<file path="config.mk">
export PLATFORM = sky130hd
export DESIGN_NAME = i2c_apb_top
export DESIGN_NICKNAME = d
export VERILOG_FILES = /design/src/hw/i2c_pkg.sv /design/src/hw/i2c_ctrl_if.sv /design/src/hw/i2c_fifo_if.sv /design/src/hw/apb_regs.sv /design/src/hw/byte_fifo.sv /design/src/hw/i2c_apb_top.sv /design/src/hw/i2c_byte_engine.sv
export VERILOG_INCLUDE_DIRS = /design/src /design/src/hw
export SDC_FILE = /design/constraint.sdc
export NUM_CORES = 1
export LEC_CHECK = 0
export ABC_AREA = 1
export BUFFER_PORTS_ARGS = -buffer_cell sky130_fd_sc_hd__clkbuf_2
export CAP_MARGIN = 40
export CELL_PAD_IN_SITES_DETAIL_PLACEMENT = 1
export CELL_PAD_IN_SITES_GLOBAL_PLACEMENT = 1
export CORE_ASPECT_RATIO = 0.6
export CORE_MARGIN = 2
export CORE_UTILIZATION = 40
export CTS_CLUSTER_SIZE = 25
export DETAILED_ROUTE_END_ITERATION = 10
export MAX_ROUTING_LAYER = met4
export PLACE_DENSITY_LB_ADDON = 0.1
export RECOVER_POWER = 50
export REMOVE_ABC_BUFFERS = 1
export SYNTH_ARGS = -nofsm -noshare
export SYNTH_HDL_FRONTEND = slang
export SYNTH_SLANG_ARGS = --single-unit
export TNS_END_PERCENT = 1
</file>
<file path="constraint.sdc">
create_clock -name PCLK -period 7 [get_ports PCLK]
set_input_delay 1.4 -clock PCLK [delete_from_list [all_inputs] [get_ports PCLK]]
set_output_delay 1.4 -clock PCLK [all_outputs]
set_load 0.01 [all_outputs]
</file>
<file path="src/hw/i2c_params.svh">
`ifndef I2C_PARAMS_SVH
`define I2C_PARAMS_SVH

// Data path width
`define I2C_DATA_W 8

// Entries per FIFO, keep to a power of two
`define I2C_FIFO_DEPTH 8

// Register select codes in PADDR[7:5]
`define I2C_SEL_PRESCALE 3'd1
`define I2C_SEL_ADDR     3'd2
`define I2C_SEL_STATUS   3'd3
`define I2C_SEL_TX       3'd4
`define I2C_SEL_RX       3'd5
`define I2C_SEL_CMD      3'd6

`endif

</file>
<file path="src/hw/i2c_pkg.sv">
`include "i2c_params.svh"

package i2c_pkg;

    // One byte on the bus or in a FIFO
    typedef logic [`I2C_DATA_W-1:0] i2c_byte_t;

    // Register select from PADDR[7:5]
    typedef logic [2:0] reg_sel_t;

    // Bytes to read, 1 to 15
    typedef logic [3:0] byte_count_t;

    // FIFO occupancy, one bit wider than the index
    typedef logic [$clog2(`I2C_FIFO_DEPTH):0] fifo_level_t;

    // tx_full, tx_empty, rx_full, rx_empty, busy, nack, 2'b00
    typedef logic [7:0] status_t;

    typedef enum logic [2:0] {
        IDLE,
        START,
        SEND,
        RECV,
        ACK_RX,
        ACK_TX,
        STOP
    } eng_state_t;

endpackage

</file>
<file path="src/hw/i2c_ctrl_if.sv">
`timescale 1ns/1ps

interface i2c_ctrl_if import i2c_pkg::*; ();
    logic        go;          // Single-cycle start request
    logic        rw;          // 1 for a read transaction
    byte_count_t count;       // Bytes to read
    logic [6:0]  slave_addr;
    i2c_byte_t   prescale;    // SCL phase length minus one
    logic        busy;
    logic        nack;        // Sticky until next go

    modport regs (
        output go,
        output rw,
        output count,
        output slave_addr,
        output prescale,
        input  busy,
        input  nack
    );

    modport engine (
        input  go,
        input  rw,
        input  count,
        input  slave_addr,
        input  prescale,
        output busy,
        output nack
    );
endinterface

</file>
<file path="src/hw/i2c_fifo_if.sv">
`timescale 1ns/1ps

interface i2c_fifo_if import i2c_pkg::*; ();
    logic      push;
    i2c_byte_t wdata;
    logic      full;
    logic      pop;
    i2c_byte_t rdata;  // Head entry, valid while not empty
    logic      empty;

    // Writer side, flags go to the status word
    modport producer (output push, output wdata, input full, input empty);

    // Reader side
    modport consumer (output pop, input rdata, input empty, input full);

    // The storage itself
    modport buffer (input push, input wdata, input pop,
                    output full, output rdata, output empty);
endinterface

</file>
<file path="src/hw/apb_regs.sv">
`timescale 1ns/1ps
`include "i2c_params.svh"

module apb_regs import i2c_pkg::*; (
    input  logic         PCLK,
    input  logic         PRESETn,
    input  logic         psel,
    input  logic         penable,
    input  logic         pwrite,
    input  logic [7:0]   paddr,
    input  i2c_byte_t    pwdata,
    output logic         pready,
    output i2c_byte_t    prdata,
    i2c_fifo_if.producer tx,
    i2c_fifo_if.consumer rx,
    i2c_ctrl_if.regs     ctrl
);

    reg_sel_t  sel;
    logic      access;
    logic      wr_en;
    logic      rd_en;
    i2c_byte_t prescale_reg;
    i2c_byte_t addr_reg;
    i2c_byte_t cmd_reg;
    logic      go_q;
    status_t   status;

    // Decode in the access phase itself
    assign sel    = paddr[7:5];
    assign access = psel && penable;
    assign wr_en  = access && pwrite;
    assign rd_en  = access && !pwrite;
    assign pready = access;  // No wait states

    always_ff @(posedge PCLK or negedge PRESETn) begin
        if (!PRESETn) begin
            prescale_reg <= '0;
            addr_reg     <= '0;
            cmd_reg      <= '0;
            go_q         <= 1'b0;
        end else begin
            go_q <= 1'b0;
            if (wr_en) begin
                case (sel)
                    `I2C_SEL_PRESCALE: prescale_reg <= pwdata;
                    `I2C_SEL_ADDR:     addr_reg     <= pwdata;
                    `I2C_SEL_CMD: begin
                        cmd_reg <= {1'b0, pwdata[6:0]};  // go bit is not kept
                        go_q    <= pwdata[7];
                    end
                    default: ;
                endcase
            end
        end
    end

    // Engine control
    assign ctrl.go         = go_q;
    assign ctrl.rw         = cmd_reg[6];
    assign ctrl.count      = cmd_reg[3:0];
    assign ctrl.slave_addr = addr_reg[6:0];
    assign ctrl.prescale   = prescale_reg;

    // Transmit writes are dropped when full
    assign tx.push  = wr_en && (sel == `I2C_SEL_TX) && !tx.full;
    assign tx.wdata = pwdata;

    // Receive read consumes the head at the end of the access
    assign rx.pop = rd_en && (sel == `I2C_SEL_RX);

    assign status = {tx.full, tx.empty, rx.full, rx.empty,
                     ctrl.busy, ctrl.nack, 2'b00};

    always_comb begin
        prdata = '0;
        if (psel && !pwrite) begin
            case (sel)
                `I2C_SEL_PRESCALE: prdata = prescale_reg;
                `I2C_SEL_ADDR:     prdata = addr_reg;
                `I2C_SEL_STATUS:   prdata = status;
                `I2C_SEL_RX:       prdata = rx.rdata;
                `I2C_SEL_CMD:      prdata = cmd_reg;
                default:           prdata = '0;  // Transmit is write only
            endcase
        end
    end

endmodule

</file>
<file path="src/hw/byte_fifo.sv">
`timescale 1ns/1ps
`include "i2c_params.svh"

module byte_fifo import i2c_pkg::*; (
    input  logic       PCLK,
    input  logic       PRESETn,
    i2c_fifo_if.buffer bus
);

    localparam int IDX_W = $clog2(`I2C_FIFO_DEPTH);

    i2c_byte_t   mem [`I2C_FIFO_DEPTH];
    logic [IDX_W-1:0] wr_ptr;
    logic [IDX_W-1:0] rd_ptr;
    fifo_level_t level;
    logic        do_push;
    logic        do_pop;

    assign do_push   = bus.push && !bus.full;
    assign do_pop    = bus.pop && !bus.empty;
    assign bus.full  = (level == fifo_level_t'(`I2C_FIFO_DEPTH));
    assign bus.empty = (level == '0);
    assign bus.rdata = mem[rd_ptr];  // Head always visible

    always_ff @(posedge PCLK or negedge PRESETn) begin
        if (!PRESETn) begin
            wr_ptr <= '0;
            rd_ptr <= '0;
            level  <= '0;
        end else begin
            if (do_push)
                wr_ptr <= wr_ptr + 1'b1;  // Wraps, depth is a power of two
            if (do_pop)
                rd_ptr <= rd_ptr + 1'b1;
            case ({do_push, do_pop})
                2'b10:   level <= level + 1'b1;
                2'b01:   level <= level - 1'b1;
                default: level <= level;  // Both or neither
            endcase
        end
    end

    always_ff @(posedge PCLK) begin
        if (do_push)
            mem[wr_ptr] <= bus.wdata;
    end

endmodule

</file>
<file path="src/hw/i2c_apb_top.sv">
`timescale 1ns/1ps

module i2c_apb_top import i2c_pkg::*; (
    input  logic       PCLK,
    input  logic       PRESETn,
    input  logic       PSELx,
    input  logic       PENABLE,
    input  logic       PWRITE,
    input  logic [7:0] PADDR,
    input  i2c_byte_t  PWDATA,
    output logic       PREADY,
    output i2c_byte_t  PRDATA,
    output logic       scl_oe,   // High pulls SCL low
    output logic       sda_oe,   // High pulls SDA low
    input  logic       sda_in
);

    i2c_fifo_if tx_fifo_bus ();
    i2c_fifo_if rx_fifo_bus ();
    i2c_ctrl_if ctrl_bus ();

    apb_regs u_apb_regs (
        .PCLK    (PCLK),
        .PRESETn (PRESETn),
        .psel    (PSELx),
        .penable (PENABLE),
        .pwrite  (PWRITE),
        .paddr   (PADDR),
        .pwdata  (PWDATA),
        .pready  (PREADY),
        .prdata  (PRDATA),
        .tx      (tx_fifo_bus.producer),
        .rx      (rx_fifo_bus.consumer),
        .ctrl    (ctrl_bus.regs)
    );

    // Transmit path buffer
    byte_fifo u_tx_fifo (
        .PCLK    (PCLK),
        .PRESETn (PRESETn),
        .bus     (tx_fifo_bus.buffer)
    );

    // Receive path buffer
    byte_fifo u_rx_fifo (
        .PCLK    (PCLK),
        .PRESETn (PRESETn),
        .bus     (rx_fifo_bus.buffer)
    );

    i2c_byte_engine u_engine (
        .PCLK    (PCLK),
        .PRESETn (PRESETn),
        .ctrl    (ctrl_bus.engine),
        .tx      (tx_fifo_bus.consumer),
        .rx      (rx_fifo_bus.producer),
        .scl_oe  (scl_oe),
        .sda_oe  (sda_oe),
        .sda_in  (sda_in)
    );

endmodule

</file>
<file path="src/hw/i2c_byte_engine.sv">
`timescale 1ns/1ps

module i2c_byte_engine import i2c_pkg::*; (
    input  logic         PCLK,
    input  logic         PRESETn,
    i2c_ctrl_if.engine   ctrl,
    i2c_fifo_if.consumer tx,
    i2c_fifo_if.producer rx,
    output logic         scl_oe,
    output logic         sda_oe,
    input  logic         sda_in
);

    eng_state_t  state;
    logic        scl_hi;      // Second half of the bit, SCL released
    i2c_byte_t   div_cnt;
    logic [2:0]  bit_cnt;
    byte_count_t byte_cnt;
    i2c_byte_t   shift;
    logic        rw_q;
    logic        addr_phase;  // Address byte still in flight
    logic        nack_q;
    logic        hold;
    logic        tick;
    logic        start_go;
    logic        load_tx;
    logic        sda_drive;

    // Stall with SCL low until the receive FIFO has room
    assign hold     = (state == ACK_RX) && !scl_hi && rx.full;
    assign tick     = (state != IDLE) && !hold && (div_cnt == ctrl.prescale);
    assign start_go = (state == IDLE) && ctrl.go;

    // Acked byte done, next one comes from the transmit FIFO
    assign load_tx = (state == ACK_TX) && tick && scl_hi && !sda_in
                     && !(rw_q && addr_phase) && !tx.empty;

    assign tx.pop    = load_tx;
    assign rx.push   = (state == ACK_RX) && !scl_hi && tick;
    assign rx.wdata  = shift;
    assign ctrl.busy = (state != IDLE);
    assign ctrl.nack = nack_q;

    assign scl_oe = (state == IDLE || state == START) ? 1'b0 : !scl_hi;

    always_comb begin
        case (state)
            START:   sda_drive = 1'b1;
            SEND:    sda_drive = !shift[7];
            ACK_RX:  sda_drive = (byte_cnt != 4'd1);  // Release on the last byte
            STOP:    sda_drive = 1'b1;
            default: sda_drive = 1'b0;
        endcase
    end

    always_ff @(posedge PCLK or negedge PRESETn) begin
        if (!PRESETn) begin
            state      <= IDLE;
            scl_hi     <= 1'b0;
            div_cnt    <= '0;
            bit_cnt    <= '0;
            byte_cnt   <= '0;
            rw_q       <= 1'b0;
            addr_phase <= 1'b0;
            nack_q     <= 1'b0;
            sda_oe     <= 1'b0;
        end else begin
            sda_oe <= sda_drive;  // One cycle behind SCL
            if (state == IDLE || tick)
                div_cnt <= '0;
            else if (!hold)
                div_cnt <= div_cnt + 1'b1;

            if (start_go) begin
                state      <= START;
                scl_hi     <= 1'b0;
                rw_q       <= ctrl.rw;
                byte_cnt   <= ctrl.count;
                addr_phase <= 1'b1;
                nack_q     <= 1'b0;
            end else if (tick) begin
                scl_hi <= !scl_hi;
                if (scl_hi) begin
                    case (state)
                        START: begin
                            state   <= SEND;
                            bit_cnt <= 3'd7;
                        end
                        SEND: begin
                            if (bit_cnt == 3'd0)
                                state <= ACK_TX;
                            else
                                bit_cnt <= bit_cnt - 1'b1;
                        end
                        RECV: begin
                            if (bit_cnt == 3'd0)
                                state <= ACK_RX;
                            else
                                bit_cnt <= bit_cnt - 1'b1;
                        end
                        ACK_TX: begin
                            addr_phase <= 1'b0;
                            bit_cnt    <= 3'd7;
                            if (sda_in) begin
                                nack_q <= 1'b1;
                                state  <= STOP;
                            end else if (rw_q && addr_phase)
                                state <= RECV;
                            else if (tx.empty)
                                state <= STOP;
                            else
                                state <= SEND;
                        end
                        ACK_RX: begin
                            bit_cnt  <= 3'd7;
                            byte_cnt <= byte_cnt - 1'b1;
                            state    <= (byte_cnt == 4'd1) ? STOP : RECV;
                        end
                        STOP:    state <= IDLE;
                        default: state <= IDLE;
                    endcase
                end
            end
        end
    end

    // Shift register holds the address, a transmit byte or the received byte
    always_ff @(posedge PCLK) begin
        if (start_go)
            shift <= {ctrl.slave_addr, ctrl.rw};
        else if (load_tx)
            shift <= tx.rdata;
        else if (tick && scl_hi && state == SEND && bit_cnt != 3'd0)
            shift <= {shift[6:0], 1'b0};
        else if (tick && scl_hi && state == RECV)
            shift <= {shift[6:0], sda_in};  // Sampled at the end of SCL high
    end

endmodule

</file>
==> impl_metrics.yaml <==
synthesis:
  yosys.area_share.simple_pct: 15.3
  syn_area_per_cell_um2: 10.4
  synth_top_family_by_area: "simple AND/OR/NAND/NOR gates"
  yosysMostFrequentCell: "nand2_1"
  synth_fa_ha_area_share_pct: 2.51
  synthTopCellsByArea: "edfxtp_1 (45%), dfrtp_1 (18%), nand2_1 (6.5%), o21ai_0 (6.3%), nor2_1 (4.2%)"
  async_reset_ff_share_pct: 33.0
  synth.mux.area_fraction_pct: 0
  synth_edf_count: 136
  synth_top_area_cell: "edfxtp_1"
  ys_ff_latch: 203
  synth_flop_cell: "edfxtp_1"
  netlist_area_um2: 9080
  yosysTopAreaCellShare_pct: 45.0
  synth-compound-area-share_pct: 11.8
  yosys-top-cells-count: "nand2_1 (157), edfxtp_1 (136), o21ai_0 (114)"
  yosys_warnings: 0
  ys_seq_area_share_pct: 63.5
  synth-xor-area-share_pct: 1.74
  synth_cells: 873
  ys_types: 39
clocking:
  clock_latency_ns: 0.50
  post_cts_buffers: 0
  h-tree-depth: 1
  cts_buffer_depth: 3
  cts_tree: "yes"
  cts_hold_buf: 0
  post_cts_resized: 0
  path_clk_slew_ns: 0.06
  cts_buffers: 21
  clock-root-buffer: "clkbuf_16"
  clock-sinks: 203
timing:
  final-hold-violation-count: 0
  setup_viol: 0
  layout_setup_ws_ns: 2.53
  slew_headroom_pct: -122
  min_period_over_period_pct: 63.8
  rsz0062_at_grt: "false"
  final-max-slew-violation-count: 58
  whs_ns: 0.484
  skew_ns: 0.0118
  fmax_ghz: 0.224
  worst_pin_slew_ns: 3.34
  fin_tns_setup_ns: 0
  fin_crit_ns: 4.47
critical_path:
  crit_required_ns: 6.85
  crit_chain: "clkbuf_1 -> clkbuf_1"
  r2r_slack_ns: 3.05
  path_common_cell: "clkbuf_1"
  cp-end-kind: "async pin"
  startpoint_type: "input pin"
  timing.critical_path.buf_inv: 2
  slowest_delay_ns: 2.39
  crit_family: "buffers and inverters"
  crit_arrival_ns: 4.32
  cp_max_fo: 57
  path_class: "input pin to async pin"
  crit_slowest_cell: "clkbuf_1"
drt:
  dr.pass1.iters: 5
  drt_iter0_markers: 532
  postRouteAntennaNets: 0
  num_vias: 6576
  avgRoutedWirePerCell_um: 20.2
  wirelength_um: 25000
  post_drt_via_cell_ratio: 5.30
  drc: 0
final_layout:
  syn_to_final_growth_pct: 13.7
  nets: 957
  reg.largest.list: "u_rx_fifo.mem x64, u_tx_fifo.mem x64"
  fin_cells: 1240
  drive_gt1_share_pct: 9.12
  diodes: 0
pwr:
  power_frac_seq_pct: 43.4
  p_leak_uw: 0.00411
  total_power_uw: 3570
  ir_drop_uv: 135
  switching_share_pct: 34.7
  p_int_uw: 2330
  pwr_density_cell_nw_per_um2: 346
  p_clk_share_pct: 30.6
  p_switching_uw: 1240
  p_comb_share_pct: 26.0
place:
  gp_congestion: 0.826
  place_hpwl_um: 18100
  dp_slack_ns: 2.78
  io_buffers: 27
  dp_cells: 1203
floorplan:
  core_um2: 22200
  row_count: 42
  die_h_um: 121
  fp.dieW_um: 198
  die-area_um2: 24000
  io_pins: 33
  start_util_pct: 40.9
global_routing:
  grt_max_degree: 58
  grt_antenna_before_repair: 0
  grt_overflow_total: 0
  grt_pass1_wl_um: 39000
  gr-usage-all-layers_pct: 22.3
  grt_pass1_vias: 6768
min_path:
  hold_class: "register to register"
outcome:
  violations: "capacitance limit, slew limit"
  status: "finished with violations"
run:
  drv_cap: 1
## cells by family after synthesis
family	Yosys count
compound gates	183
xor+xnor	18
fa+ha+maj	17
buf+inv	121
flops	203
simple gates	331
## area by class of cell
type,instances,area [µm²]
Timing Repair Buffer,49,329
Inverter,94,353
Tap cell,308,385
Fill cell,2451,11900
Clock buffer,25,541
Sequential cell,203,5760
Clock inverter,12,108
Multi-Input combinational cell,549,2850
## through the flow
step	utilization, %	area (µm²)
3_3_place_gp	43.3	9610
4_1_cts	46.9	10400
2_1_floorplan	-	8960
6_report	46.6	10300
3_5_place_dp	44.0	9750
5_1_grt	46.6	10300
## power by group through the flow
stage / logic [µW] / clock network [µW] / registers (µW)
floorplan: 571 / 0 / 1550
global placement: 857 / 0 / 1560
detailed placement: 947 / 0 / 1570
CTS: 957 / 1110 / 1550
global route: 1060 / 1160 / 1570
finish: 927 / 1090 / 1550
## layout by cell type (no fill, tap or decap), types with 5 or more instances in the layout
cell       Yosys  final
nand2_1      157    158
edfxtp_1     136    136
o21ai_0      114    114
nor2_1       102    105
inv_1         90     91
dfrtp_1       67     67
nand3_1       34     34
o221ai_1      26     26
clkbuf_16      0     21
clkbuf_2       0     18
buf_4          1     18
a21oi_1       16     16
ha_1          15     15
nor3_1        21     14
clkbuf_1      21     14
xor2_1        13     13
nor3_2         1      8
o22ai_1        7      7
o211ai_1       6      6
xnor2_1        5      5
clkinv_1       1      5
clkinv_2       0      5
## path summary, 6_finish.rpt
kind | start | end | cells past startpoint
worst max-delay path | PRESETn | u_engine.bit_cnt[2] | 2
worst min-delay path | u_engine.rw_q | u_engine.rw_q | 2
worst max register to register | u_engine.state[0] | u_tx_fifo.level[3] | 13
worst min register to register | u_engine.rw_q | u_engine.rw_q | 2
max in group PCLK | PADDR[6] | PRDATA[0] | 9
min in group asynchronous | PRESETn | u_engine.div_cnt[6] | 1
## routing by layer
layer	share of wire, %	global-route usage [%]	vias up
li1	-	-	3102
met1	51	33.8	3310
met2	42	31.7	137
met3	5.4	3.60	27
met4	1.5	4.20	0
met5	0	-	-
(Power assumes the default switching activity.)
